File: config.mk
export PLATFORM = sky130hd
export DESIGN_NAME = CommandParser
export DESIGN_NICKNAME = d
export VERILOG_FILES = /design/src/source/RasterixPkg.sv /design/src/source/CommandParser.sv
export VERILOG_INCLUDE_DIRS = /design/src /design/src/source
export SDC_FILE = /design/constraint.sdc
export NUM_CORES = 1
export LEC_CHECK = 0
export ABC_CLOCK_PERIOD_IN_PS = 4200
export BUFFER_PORTS_ARGS = -buffer_cell sky130_fd_sc_hd__buf_4
export CELL_PAD_IN_SITES_DETAIL_PLACEMENT = 2
export CELL_PAD_IN_SITES_GLOBAL_PLACEMENT = 2
export CORE_MARGIN = 4
export CORE_UTILIZATION = 36
export CTS_CLUSTER_SIZE = 16
export DETAILED_ROUTE_END_ITERATION = 6
export PLACE_DENSITY_LB_ADDON = 0.1
export SYNTH_ARGS = -nofsm -noshare
export SYNTH_HDL_FRONTEND = slang
export SYNTH_SLANG_ARGS = --single-unit
File: constraint.sdc
create_clock -name aclk -period 4.2 [get_ports aclk]
set_clock_uncertainty 0.1 [all_clocks]
set_input_delay 0.21 -clock aclk [delete_from_list [all_inputs] [get_ports aclk]]
set_output_delay 0.21 -clock aclk [all_outputs]
set_load 0.005 [all_outputs]
File: src/source/rasterix_params.svh
// Rasterix shared screen, stream and command opcode constants
`ifndef RASTERIX_PARAMS_SVH
`define RASTERIX_PARAMS_SVH

// Screen geometry
`define X_RESOLUTION 16
`define Y_RESOLUTION 16
`define FRAME_SIZE (`X_RESOLUTION * `Y_RESOLUTION)
`define INDEX_WIDTH 8

// Stream widths
`define CMD_WIDTH 32
`define PIXEL_WIDTH 16

// Opcodes in the top nibble of a header word
`define OP_RENDER 4'd1
`define OP_CLEAR 4'd2
`define OP_COMMIT 4'd3
`define TRIANGLE_WORDS 15
`define DEPTH_FAR 16'hffff

`endif

File: src/source/RasterixPkg.sv
// Rasterix shared types for commands, triangles, fragments and buffer writes
package RasterixPkg;
`include "rasterix_params.svh"

    typedef logic [`CMD_WIDTH - 1 : 0] cmdWord_t;
    // RGB565 color or unsigned depth
    typedef logic [`PIXEL_WIDTH - 1 : 0] pixel_t;
    // y * X_RESOLUTION + x
    typedef logic [`INDEX_WIDTH - 1 : 0] fbIndex_t;
    typedef logic [7:0] screenCoord_t;
    typedef logic signed [31:0] edgeValue_t;

    typedef struct packed {
        screenCoord_t bbStartX;
        screenCoord_t bbStartY;
        screenCoord_t bbEndX;
        screenCoord_t bbEndY;
        edgeValue_t   w0;
        edgeValue_t   w1;
        edgeValue_t   w2;
        edgeValue_t   w0IncX;
        edgeValue_t   w1IncX;
        edgeValue_t   w2IncX;
        edgeValue_t   w0IncY;
        edgeValue_t   w1IncY;
        edgeValue_t   w2IncY;
        edgeValue_t   z;
        edgeValue_t   zIncX;
        edgeValue_t   zIncY;
        pixel_t       color;
    } triangleParams_t;

    typedef struct packed {
        logic     valid;
        fbIndex_t index;
        pixel_t   depth;
    } fragment_t;

    typedef struct packed {
        logic     enable;
        fbIndex_t index;
        pixel_t   data;
    } bufferWrite_t;

    typedef enum logic [2:0] {IDLE, LOAD_PARAMS, RENDER, CLEAR, COMMIT} parserState_t;

endpackage

File: src/source/CommandParser.sv
// Command decoder with the triangle register bank, sequencing render, clear and commit
`timescale 1ns/1ps
`include "rasterix_params.svh"

module CommandParser import RasterixPkg::*; (
    input  logic            aclk,
    input  logic            rst,

    // Command stream
    input  logic            cmdValid,
    output logic            cmdReady,
    input  cmdWord_t        cmdData,

    // Rendering control
    output triangleParams_t triangle,
    output logic            startRendering,
    input  logic            rasterizerRunning,
    input  logic            pixelInPipeline,

    // Buffer control
    output pixel_t          clearColor,
    output logic            colorClear,
    output logic            depthClear,
    input  logic            colorCleared,
    input  logic            depthCleared,
    output logic            commit,
    input  logic            streamDone
);
    parserState_t state;
    logic [3:0]   wordCount;
    logic         colorDone;
    logic         depthDone;
    logic         cmdAccepted;
    logic [3:0]   opcode;

    // New words only while idle or collecting parameters
    assign cmdReady    = (state == IDLE) || (state == LOAD_PARAMS);
    assign cmdAccepted = cmdValid && cmdReady;
    assign opcode      = cmdData[`CMD_WIDTH - 1 -: 4];

    ////////////////////////////////////////////////////////////////////////////
    // Command sequencer
    ////////////////////////////////////////////////////////////////////////////
    always_ff @(posedge aclk) begin
        if (rst) begin
            state          <= IDLE;
            wordCount      <= '0;
            startRendering <= 1'b0;
            colorClear     <= 1'b0;
            depthClear     <= 1'b0;
            commit         <= 1'b0;
            colorDone      <= 1'b0;
            depthDone      <= 1'b0;
        end else begin
            startRendering <= 1'b0;
            colorClear     <= 1'b0;
            depthClear     <= 1'b0;
            commit         <= 1'b0;
            case (state)
                IDLE: begin
                    if (cmdAccepted) begin
                        case (opcode)
                            `OP_RENDER: begin
                                state     <= LOAD_PARAMS;
                                wordCount <= '0;
                            end
                            `OP_CLEAR: begin
                                state      <= CLEAR;
                                colorClear <= 1'b1;
                                depthClear <= 1'b1;
                                colorDone  <= 1'b0;
                                depthDone  <= 1'b0;
                            end
                            `OP_COMMIT: begin
                                state  <= COMMIT;
                                commit <= 1'b1;
                            end
                            // Unknown opcodes are dropped
                            default: state <= IDLE;
                        endcase
                    end
                end
                LOAD_PARAMS: begin
                    if (cmdAccepted) begin
                        wordCount <= wordCount + 4'd1;
                        if (wordCount == 4'(`TRIANGLE_WORDS - 1)) begin
                            state          <= RENDER;
                            startRendering <= 1'b1;
                        end
                    end
                end
                RENDER: begin
                    // Skip the start cycle, the rasterizer has not risen yet
                    if (!startRendering && !rasterizerRunning && !pixelInPipeline) begin
                        state <= IDLE;
                    end
                end
                CLEAR: begin
                    colorDone <= colorDone || colorCleared;
                    depthDone <= depthDone || depthCleared;
                    if ((colorDone || colorCleared) && (depthDone || depthCleared)) begin
                        state <= IDLE;
                    end
                end
                COMMIT: begin
                    if (streamDone) begin
                        state <= IDLE;
                    end
                end
                default: state <= IDLE;
            endcase
        end
    end

    ////////////////////////////////////////////////////////////////////////////
    // Triangle register bank and clear color
    ////////////////////////////////////////////////////////////////////////////
    always_ff @(posedge aclk) begin
        if ((state == IDLE) && cmdAccepted && (opcode == `OP_CLEAR)) begin
            clearColor <= cmdData[15:0];
        end
        if ((state == LOAD_PARAMS) && cmdAccepted) begin
            case (wordCount)
                4'd0: begin
                    triangle.bbStartX <= cmdData[7:0];
                    triangle.bbStartY <= cmdData[15:8];
                end
                4'd1: begin
                    triangle.bbEndX <= cmdData[7:0];
                    triangle.bbEndY <= cmdData[15:8];
                end
                4'd2:  triangle.w0     <= cmdData;
                4'd3:  triangle.w1     <= cmdData;
                4'd4:  triangle.w2     <= cmdData;
                4'd5:  triangle.w0IncX <= cmdData;
                4'd6:  triangle.w1IncX <= cmdData;
                4'd7:  triangle.w2IncX <= cmdData;
                4'd8:  triangle.w0IncY <= cmdData;
                4'd9:  triangle.w1IncY <= cmdData;
                4'd10: triangle.w2IncY <= cmdData;
                4'd11: triangle.z      <= cmdData;
                4'd12: triangle.zIncX  <= cmdData;
                4'd13: triangle.zIncY  <= cmdData;
                default: triangle.color <= cmdData[15:0];
            endcase
        end
    end

endmodule

## Yosys cells after proc, flatten, opt, wreduce, memory -nomap -nowiden

Cells that the tools add are included.

- Register bits: 460
- Latch bits: 0
- Bits in writable memories: 0
- ROM bits: 0
- Input bits: 40
- Output and inout bits: 453
- Word-level logic and storage cells: 116
- Memories kept: 0

- Add/sub/neg operators: 1
- Multipliers: 0
- Div/mod/pow operators: 0
- Order comparisons: 0
- Eq/ne operators: 29
- Shifts and indexed selects: 0
- Mux-type cells: 19
- Bitwise operators: 4
- Reductions and logical operators: 38

Operator list:

| operator | number |
|---|---|
| AND reduction 2 bit | 15 |
| == test 4 bit, second input constant | 7 |
| 2-to-1 mux 3 bit | 6 |
| == test 4 x 2 -> 1 bit, second input constant | 4 |
| == test 4 x 3 -> 1 bit, second input constant | 4 |
| one-hot mux 3 bit (5 select lines) | 1 |
| OR reduction 14 bit | 1 |
| 2-to-1 mux 4 bit | 3 |
| != test 2 bit, second input constant | 5 |
| one-hot mux 3 bit (3 select lines) | 1 |
| == test 4 x 1 -> 1 bit, second input constant | 2 |
| one-hot mux 4 bit (2 select lines) | 1 |
| logical AND 1 bit | 7 |
| == test 3 x 2 -> 1 bit, second input constant | 2 |
| != test 2 x 1 -> 1 bit, second input constant | 3 |
| AND reduction 6 bit | 1 |
| OR reduction 3 bit | 2 |
| 2-to-1 mux 1 bit | 5 |
| adder 4 x 1 -> 4 bit, second input constant | 1 |
| zero test 4 bit | 1 |
| inverter 1 bit | 4 |
| one-hot mux 1 bit (2 select lines) | 2 |
| AND reduction 4 bit | 1 |
| nonzero test 2 bit | 2 |
| 6 further kinds | 10 |

## Longest topological paths before layout

Gate-level depths: netlist (run 1).

- Depth after elaboration: 5
- Mapped depth: 6

## Worst setup path before layout (run 1)

Ideal clock, no wire load.

- Kind: flip-flop to flip-flop
- Start point: register state[0]
- End point: register triangle[368] in the netlist's numbering (enable)
- Library setup time: 0.461 ns
- Data arrival time: 3.263 ns
- Required time: 3.639 ns
- Setup slack: 0.376 ns
- Stages on the path, launching flop included: 7
- Buffers on the path: 2
- Cells stage by stage: dfxtp_1 > buf_6 > nor3b_4 > and2_1 > buf_2 > nand2_1 > nor3_1

- Longest elaborated chain between the ends: 5
- Elaborated cells on any way between the ends: 6
- Classes of those cells: eq/ne: 1; reduce/logical: 5

RTL lines:

| element | RTL line | RTL |
|---|---|---|
| start: declaration | CommandParser.sv:29 | `parserState_t state;` |
| start signal: assignment | CommandParser.sv:46 | `state <= IDLE;` |
| start signal: assignment | CommandParser.sv:64 | `state <= LOAD_PARAMS;` |
| start signal: assignment | CommandParser.sv:68 | `state <= CLEAR;` |
| == test 3 x 1 -> 1 bit or zero test 3 bit (tied branches) | CommandParser.sv:37, CommandParser.sv:122 |  |
| logical OR 1 bit | CommandParser.sv:37 | `assign cmdReady = (state == IDLE) \|\| (state == LOAD_PARAMS);` |
| logical AND 1 bit | CommandParser.sv:38 | `assign cmdAccepted = cmdValid && cmdReady;` |
| logical AND 1 bit * | CommandParser.sv:122 | `if ((state == LOAD_PARAMS) && cmdAccepted) begin` |
| AND reduction 2 bit (no line) * | n/a |  |
| end: declaration | CommandParser.sv:15 | `output triangleParams_t triangle,` |

Every way passes the cells marked *; elsewhere a longest branch is shown, timed or not.
A chain may end at the register's enable or synchronous reset.

## Final worst setup path (run 1)

- Start point: register state[0]
- End point: register triangle[245] in the netlist's numbering (enable)

Same word-level chain as after synthesis.

==> reports/metrics.cfg, run 1 <==
[detailed_routing]
routed_wl_mm = 55.7
drcViolationCount = 0
vias = 8195
drt_iter0_drc = 559
drt_pass1_iterations = 4
viasPerCell = 4.79
wire_per_inst_um = 32.6
ant_nets = 0

[final_layout]
layout.nets = 1196
final_layout_size_suffix_gt1_share_pct = 49.8
diodes = 0
layout.cells.non_filler = 1710
syn2layout_area_growth_pct = 44.5

[floorplan]
die_h_um = 208
coreArea_um2 = 39000
rows = 72
die_width_um = 208
ios = 493
die_area_um2 = 43100
initial_core_util_pct = 36.8

[logic_synthesis]
synth_top_flop_cell = edfxtp_1
syn-num-nets = 605
synth_commonest_cells = edfxtp_1 (448), nor2_1 (18), dfxtp_1 (12), nand2_1 (10), inv_1 (7)
synth_seq_area_share_pct = 95.4
synth_cells = 561
yosysWarningCount = 0
synth-edff-count = 448
yosysMostFrequentCell = edfxtp_1
ys_seq_elements = 460
ys_types = 41
netlist_top_cells_area = edfxtp_1 (94%), dfxtp_1 (1.7%), nor2_1 (0.47%)
netlist.area_leader.share_pct = 93.8
syn_avg_cell_area_um2 = 25.6
synthArstFlopShare_pct = 0
yosysTopAreaCell = edfxtp_1
syn-cell-area_um2 = 14300

[clocking]
cts-htree-levels = 2
clk_root_buffer_cell = clkbuf_16
cts_hold_buf = 38
cts_tree = done
clk_pin_slew_ns = 0.06
cts.path.max_buffers = 3
cts-resized-gates = 0
clk_latency_ns = 0.57
cts.sink_count = 460
cts_inserted_buffers = 48
cts_setup_buffers = 0

[setup_path]
worstSetupPathType = flip-flop to flip-flop
critical_path_required_ns = 4.34
start_kind = flip-flop
critical_path.max_fanout = 18
end_kind = flip-flop
arrival_ns = 3.29

[run]
max_cap_violations = 0

[timing]
hold_viol = 0
setup_ws_ns = 1.05
slew_violations = 0
setup_tns_ns = 0
max_slew_margin_pct = 20.4
tightest_slew_ns = 1.19
setup_viol = 0
period_needed_ns = 3.15
max_freq_mhz = 318
rsz0062_at_grt = false
fin_crit_sh_pct = 75.0

[placement]
dp_slack_ns = 1.05
hpwl_mm = 39.5
place_congestion = 0.818
port_buffers = 492
dp_cells = 1582

[grt]
antenna_found_initial = 0
grt_util_all_layers_pct = 25.0
grt_max_degree = 33
grt_pass1_wl_mm = 76.8
grt-ovfl-total = 0
grt_pass1_vias = 8955

[outcome]
status = complete, no violations

[min_path]
min_path_type = input pin to flip-flop

[pwr]
peakVddDrop_v = 0.000343
finalPower_mw = 9.28
powerDensity_nw_per_um2 = 448
power_leakage_nw = 7.69

==> metrics by stage <==
stage               hold slack, ns  instance area, um2  util [%]
finish                       0.184               20700      53.1
global route                 0.221               20700      53.1
CTS                          0.150               20700      53.1
detailed placement           0.395               18900      48.4
global placement             0.395               18900      48.4
floorplan                    0.209               14300         -
==> final timing paths <==
check / from / end / depth (start not counted) / slack (ns)
max: state[0] / triangle[245] / 5 / 1.05
min: streamDone / state[0] / 5 / 0.18
max reg2reg: state[0] / triangle[245] / 5 / 1.05
min reg2reg: depthDone / depthDone / 2 / 0.43
==> registers in the layout, indices dropped and copies added, names as in the netlist <==
register and cells:
commit 1, state 3, depthDone 1, colorDone 1
clearColor 16, triangle 432, depthClear 1, wordCount 4
startRendering 1
==> routing by layer <==
| layer | part of all wire (%) | global-route usage (%) | vias up | wire length, um |
|---|---|---|---|---|
| met5 | 0 | 0 | - | 0 |
| met1 | 35 | 27.7 | 4339 | 19500 |
| met3 | 7.4 | 7.07 | 72 | 4110 |
| li1 | - | - | 3435 | - |
| met4 | 2.8 | 7.18 | 0 | 1550 |
| met2 | 55 | 47.0 | 349 | 30500 |
==> cell usage in the layout, fill, tap and decap left out, types with 5 or more instances in the layout <==
cell and n:
nor2_4 10, clkinv_1 14, inv_1 7, edfxtp_1 448
clkinv_2 5, nor2_1 7, dlygate4sd3_1 38, buf_4 511
nand2_1 10, clkbuf_1 16, clkbuf_16 49, a21oi_1 5
dfxtp_1 12
==> area by class of cell <==
cell class / instances / area (um2)
Multi-Input combinational cell: 86 / 669
Clock inverter: 25 / 193
Sequential cell: 460 / 13700
Inverter: 7 / 26.3
Tap cell: 518 / 648
Clock buffer: 65 / 1290
Fill cell: 3424 / 18300
Timing Repair Buffer: 549 / 4220
==> critical path: stages, from the launching register on <==
cell and delay (ns):
dfxtp_1 0.52, nor3b_4 0.36, and2_1 0.35, nand2_1 0.27, nor2_4 0.78, buf_4 0.42
==> power breakdown <==
group / internal, mW / switching [mW] / leakage (nW)
Clock: 2.33 / 1.73 / 0.716
Sequential: 5.04 / 0.00698 / 4.12
Combinational: 0.0643 / 0.116 / 2.85
Total: 7.43 / 1.85 / 7.69
==> kinds of logic after synthesis <==
| family | count (synthesis) | share of synthesized area (%) |
|---|---|---|
| muxes | 2 | 0.140 |
| AOI/OAI and AO/OA | 23 | 1.26 |
| and+or+nand+nor | 56 | 2.18 |
| buffers and inverters | 15 | 0.576 |
| xor gates and xnor gates | 1 | 0.0611 |
| DFF | 460 | 95.4 |
| adders and majority gates | 4 | 0.349 |
Power figures use the tool's default switching activity.
==> inputs of run 2 (changes only) <==
--- a/config.mk
+++ b/config.mk
@@ -6,12 +6,12 @@
 export SDC_FILE = /design/constraint.sdc
 export NUM_CORES = 1
 export LEC_CHECK = 0
-export ABC_CLOCK_PERIOD_IN_PS = 4200
+export ABC_CLOCK_PERIOD_IN_PS = 2500
 export BUFFER_PORTS_ARGS = -buffer_cell sky130_fd_sc_hd__buf_4
 export CELL_PAD_IN_SITES_DETAIL_PLACEMENT = 2
 export CELL_PAD_IN_SITES_GLOBAL_PLACEMENT = 2
 export CORE_MARGIN = 4
-export CORE_UTILIZATION = 36
+export CORE_UTILIZATION = 32
 export CTS_CLUSTER_SIZE = 16
 export DETAILED_ROUTE_END_ITERATION = 6
 export PLACE_DENSITY_LB_ADDON = 0.1
==> constraint.sdc (replaced) <==
create_clock -name aclk -period 2.5 [get_ports aclk]
set_clock_uncertainty 0.1 [all_clocks]
set_input_delay 0.125 -clock aclk [delete_from_list [all_inputs] [get_ports aclk]]
set_output_delay 0.125 -clock aclk [all_outputs]
set_load 0.005 [all_outputs]
==> reports/metrics.cfg, run 2 (same netlist as run 1, synthesis figures left out) <==
[timing]
hold_slack_ns = 0.0787  ; -0.105 ns
setup_tns_ns = 0  ; unchanged
slew_violations = 0  ; unchanged
max_slew_margin_pct = 65.3  ; +45 points
hold_viol = 0  ; unchanged
setup_viol = 0  ; unchanged
period_needed_ns = 2.32  ; -0.829 ns
fin_crit_sh_pct = 92.8  ; +18 points
max_freq_mhz = 431  ; +36%
tightest_slew_ns = 0.513  ; -0.679 ns
rsz0062_at_grt = false
setup_ws_ns = 0.180  ; -0.871 ns

[pwr]
powerDensity_nw_per_um2 = 740  ; +65%
peakVddDrop_v = 0.000461  ; +34%
finalPower_mw = 15.6  ; +68%
clkPwrFrac_pct = 43.8  ; about the same
internal-power_mw = 12.4  ; +67%
seqPwrFrac_pct = 54.3  ; about the same
p_comb_share_pct = 1.9  ; about the same
p_switching_mw = 3.16  ; +71%
switching_share_pct = 20.3  ; +0.33 points
power_leakage_nw = 7.81  ; +1.6%

[clocking]
cts-htree-levels = 2  ; unchanged
cts.sink_count = 460  ; unchanged
cts_tree = done
clk_root_buffer_cell = clkbuf_16
clk_pin_slew_ns = 0.06  ; about the same
clk_latency_ns = 0.59  ; +0.02 ns
cts_setup_buffers = 0  ; unchanged
cts.path.max_buffers = 3  ; unchanged
cts_inserted_buffers = 49  ; +2.1%

[setup_path]
cp_cell_sequence = nor3b_4 -> and2_1 -> nand2_1 -> nor2_4 -> buf_12
crit-reg2reg-launch = state[2]
critical_path.max_fanout = 32  ; +14
arrival_ns = 2.46  ; -0.83 ns
slowest_stage = dfxtp_1
regToRegEndpoint = triangle[333]
cp-startpoint = state[2]
start_kind = flip-flop
end_kind = flip-flop
max_stage_delay_ns = 0.40  ; -0.38 ns
critical_path_required_ns = 2.64  ; -1.70 ns
worstSetupPathType = flip-flop to flip-flop
reg2reg_depth = 5  ; unchanged
rrSetupSlack_ns = 0.18  ; -0.87 ns

[detailed_routing]
m1WireLength_mm = 20.2  ; +3.4%
ant_nets = 0  ; unchanged
route.met2.wl_mm = 30.0  ; -1.7%
route.met3.wl_mm = 4.83  ; +17%
wire_per_inst_um = 31.4  ; -3.7%
viasPerCell = 4.55  ; -5.1%
vias = 8180  ; -0.18%
drt_pass1_iterations = 6  ; +2
drt_iter0_drc = 508  ; -9.1%
highest_layer = met4
drcViolationCount = 0  ; unchanged
routed_wl_mm = 56.4  ; +1.4%

[final_layout]
final_area_um2 = 21100  ; +1.8%
layout.nets = 1214  ; +1.5%
layout_common_cells = buf_4 (515), edfxtp_1 (448), clkbuf_16 (50)
largest_reg_flops = 432  ; unchanged
top_regs = triangle (432), clearColor (16), wordCount (4)
top_register = triangle
fin_util_pct = 47.6  ; -5.5 points
final_layout_size_suffix_gt1_share_pct = 50.6  ; +0.79 points
mostFrequentLayoutCell = buf_4
layout.cells.non_filler = 1799  ; +5.2%
syn2layout_area_growth_pct = 47.1
diodes = 0  ; unchanged

[floorplan]
die_area_um2 = 48300  ; +12%
die_h_um = 220  ; +5.8%
initial_core_util_pct = 32.4  ; -4.4 points
ios = 493  ; unchanged
die_width_um = 220  ; +5.8%
coreArea_um2 = 44300  ; +14%
rows = 77  ; +6.9%

[grt]
grt-ovfl-total = 0  ; unchanged
grt_max_degree = 33  ; unchanged
antenna_found_initial = 0  ; unchanged
grt_pass1_wl_mm = 75.5  ; -1.6%
grt_util_all_layers_pct = 22.5  ; -2.5 points
grt_pass1_vias = 9027  ; +0.80%

[min_path]
min_path_type = input pin to flip-flop
hp-start = streamDone
hold_end = state[0]
worst_hold_path.num_cells = 5  ; unchanged

[run]
max_cap_violations = 0  ; unchanged

[placement]
port_buffers = 492  ; unchanged
hpwl_mm = 39.8  ; +0.57%
place_congestion = 0.794  ; -3.0%
dp_slack_ns = 0.154  ; -0.896 ns
postPlaceCellArea_um2 = 19200  ; +1.8%
dp_cells = 1671  ; +5.6%

[outcome]
status = complete, no violations

## run 2: cell count changes in the layout (fill, tap and decap cells not counted), sizes merged
cell | previous run | this run
dlygate4sd3 | 38 | 40
clkinv | 19 | 23
clkbuf | 65 | 62
buf | 511 | 526
bufinv | 3 | 2
inv | 9 | 8
clkinvlp | 1 | 0
## run 2: metal layers
metal | GRT usage [%] | up-vias
met2 | 40.9 | 347
met1 | 25.5 | 4304
met3 | 7.34 | 65
met5 | 0 | -
li1 | - | 3464
met4 | 6.05 | 0
## run 2: repair_timing
action / CTS / global route
hold endpoints to repair: 460 / 0
resized for setup: 0 / 2
endpoints found under the setup margin: 0 / 6
hold buffers: 40 / 0
## run 2: critical path, delay by kind of cell, from the launching register on
family,cells,cell delay [ns]
and+or+nand+nor,4,1.14
DFF,1,0.40
buffers and inverters,1,0.31
## run 2: worst max path at each step
| stage | end | slack [ns] | cells after the start |
|---|---|---|---|
| finish | triangle[333] | 0.18 | 5 |
| global route | triangle[349] | 0.005 | 5 |
| CTS | triangle[187] | 0.13 | 5 |
| detailed placement | triangle[386] | 0.15 | 5 |
| global placement | triangle[191] | 0.24 | 5 |
| floorplan | triangle[144] | -0.47 | 6 |
## run 2: final cells by class
| class | instances | area (um2) |
|---|---|---|
| Fill cell | 4089 | 23200 |
| Multi-Input combinational cell | 86 | 682 |
| Clock inverter | 26 | 191 |
| Sequential cell | 460 | 13700 |
| Clock buffer | 62 | 1300 |
| Inverter | 7 | 26.3 |
| Tap cell | 592 | 741 |
| Timing Repair Buffer | 566 | 4470 |
## run 2: power groups by stage
stage	clock network (mW)	registers (mW)	logic, mW
finish	6.84	8.47	0.303
global route	7.37	8.46	0.337
CTS	7.01	8.47	0.314
detailed placement	0	8.63	0.266
global placement	0	8.63	0.254
floorplan	0	8.63	0.0508
==> inputs of run 3 (changes only) <==
--- a/config.mk
+++ b/config.mk
@@ -15,6 +15,7 @@
 export CTS_CLUSTER_SIZE = 16
 export DETAILED_ROUTE_END_ITERATION = 6
 export PLACE_DENSITY_LB_ADDON = 0.1
+export REMOVE_ABC_BUFFERS = 1
 export SYNTH_ARGS = -nofsm -noshare
 export SYNTH_HDL_FRONTEND = slang
 export SYNTH_SLANG_ARGS = --single-unit
==> reports/metrics.cfg, run 3 (same netlist as run 1, synthesis figures left out) <==
[setup_path]
cp_cell_sequence = nor3b_4 -> and2_2 -> nand2_1 -> nor2_4 -> buf_12
start_kind = flip-flop
slowest_stage = dfxtp_1
max_stage_delay_ns = 0.42  ; +0.02 ns
regToRegEndpoint = triangle[30]
cp_top_family = simple AND/OR/NAND/NOR gates
reg2reg_depth = 5  ; unchanged
crit_buf_inv = 1  ; unchanged
worstSetupPathType = flip-flop to flip-flop
critical_path_required_ns = 2.67  ; +0.03 ns
arrival_ns = 2.44  ; -0.02 ns
critical_path.max_fanout = 20  ; -38%
end_kind = flip-flop
cp.depth = 5  ; unchanged
crit-reg2reg-launch = state[1]
rrSetupSlack_ns = 0.24  ; +0.06 ns

[timing]
period_needed_ns = 2.26  ; -0.0556 ns
tightest_slew_ns = 0.550  ; +0.0367 ns
max_slew_margin_pct = 62.8  ; -2.5 points
rsz0062_at_grt = false
setup_viol = 0  ; unchanged
slew_violations = 0  ; unchanged
hold_viol = 0  ; unchanged
fin_crit_sh_pct = 90.6  ; -2.2 points
max_freq_mhz = 442  ; +2.5%

[detailed_routing]
viasPerCell = 4.54  ; -0.22%
wire_per_inst_um = 30.2  ; -3.7%
drcViolationCount = 0  ; unchanged
drt_pass1_iterations = 4  ; -2
ant_nets = 0  ; unchanged
vias = 8139  ; -0.50%
drt_iter0_drc = 526  ; +3.5%
routed_wl_mm = 54.2  ; -4.0%

[final_layout]
layout_common_cells = buf_4 (514), edfxtp_1 (448), clkbuf_16 (51)
diodes = 0  ; unchanged
register_area_um2 = 13700  ; unchanged
final_layout_size_suffix_gt1_share_pct = 50.8  ; +0.21 points
multi_input_area_um2 = 677  ; -0.73%
fin_util_pct = 47.6  ; about the same
top_regs = triangle (432), clearColor (16), wordCount (4)
largest_reg_flops = 432  ; unchanged
syn2layout_area_growth_pct = 47.0  ; about the same
nFillCells = 4111  ; +0.54%
top_register = triangle
mostFrequentLayoutCell = buf_4
layout.nets = 1211  ; -0.25%

[clocking]
clk_root_buffer_cell = clkbuf_16
clk_latency_ns = 0.57  ; -0.02 ns
cts.sink_count = 460  ; unchanged
cts_setup_buffers = 0  ; unchanged
cts_tree = done
cts-htree-levels = 2  ; unchanged
cts.path.max_buffers = 3  ; unchanged
cts_inserted_buffers = 50  ; +2.0%
clk_pin_slew_ns = 0.06  ; about the same

[pwr]
powerDensity_nw_per_um2 = 748  ; +1.1%
peakVddDrop_v = 0.000461  ; about the same
finalPower_mw = 15.8  ; +1.1%
power_leakage_nw = 7.82  ; about the same

[floorplan]
rows = 77  ; unchanged
ios = 493  ; unchanged
die_h_um = 220  ; unchanged
die_area_um2 = 48300  ; unchanged
die_width_um = 220  ; unchanged
coreArea_um2 = 44300  ; unchanged
initial_core_util_pct = 32.4  ; unchanged

[min_path]
worst_hold_path.num_cells = 5  ; unchanged
hold_end = state[0]
hp-start = streamDone
min_path_type = input pin to flip-flop

[grt]
grt_pass1_wl_mm = 73.1  ; -3.2%
grt_util_all_layers_pct = 21.6  ; -0.88 points
antenna_found_initial = 0  ; unchanged
grt_max_degree = 33  ; unchanged
grt_pass1_vias = 8865  ; -1.8%
grt-ovfl-total = 0  ; unchanged

[outcome]
status = complete, no violations

[placement]
place_congestion = 0.760  ; -4.3%
port_buffers = 492  ; unchanged
hpwl_mm = 38.3  ; -3.7%

[run]
max_cap_violations = 0  ; unchanged

run 3: cell type report:
| type | count | share of cell area, % |
|---|---|---|
| clock buffer | 74 | 6.79 |
| clock inverter | 13 | 0.498 |
| inverter | 7 | 0.125 |
| multi-input combinational | 86 | 3.21 |
| sequential | 460 | 64.9 |
| tap | 592 | 3.51 |
| timing repair buffer | 562 | 21.0 |
run 3: metrics by stage:
stage	TNS (ns)	hold slack, ns	area, um2	setup slack [ns]	std cells
global route	0	0.125	21100	0.114	1794
finish	0	0.0921	21100	0.235	1794
global placement	0	0.289	19100	0.146	1667
floorplan	-264.04	0.0941	14300	-1.38	553
detailed placement	0	0.312	19100	0.0575	1667
CTS	0	0.0434	21100	0.0487	1794
run 3: worst min-delay path, cell delays in order:
cell and delay [ns]:
buf_4 0.11, nor2_1 0.12, mux2i_1 0.14, nor3_1 0.15, a211oi_1 0.06
run 3: power breakdown:
part	internal (mW)	total [mW]	switching (mW)	leakage, nW
registers	8.46	8.47	0.00921	4.12
logic	0.110	0.297	0.186	2.94
clock network	4.06	7.01	2.95	0.752
total	12.6	15.8	3.15	7.82
run 3: how the worst max path moves through the flow:
stage / start / end / slack (ns)
2_1_floorplan: state[0] / triangle[336] / -1.38
3_3_place_gp: state[1] / triangle[341] / 0.15
3_5_place_dp: state[1] / triangle[341] / 0.06
4_1_cts: state[1] / triangle[338] / 0.05
5_1_grt: state[1] / triangle[24] / 0.11
6_report: state[1] / triangle[30] / 0.24
run 3: routing by layer:
| metal | GRT usage, % | wire (um) | up-vias |
|---|---|---|---|
| li1 | - | - | 3455 |
| met1 | 25.1 | 19900 | 4279 |
| met2 | 37.9 | 27900 | 342 |
| met3 | 7.46 | 4880 | 63 |
| met4 | 6.55 | 1400 | 0 |
| met5 | 0 | 0 | - |
run 3: what timing repair did:
item / in CTS / in global routing
hold endpoints to repair: 460 / 0
endpoints found under the setup margin: 0 / 59
hold buffers: 40 / 0
resized for setup: 0 / 2
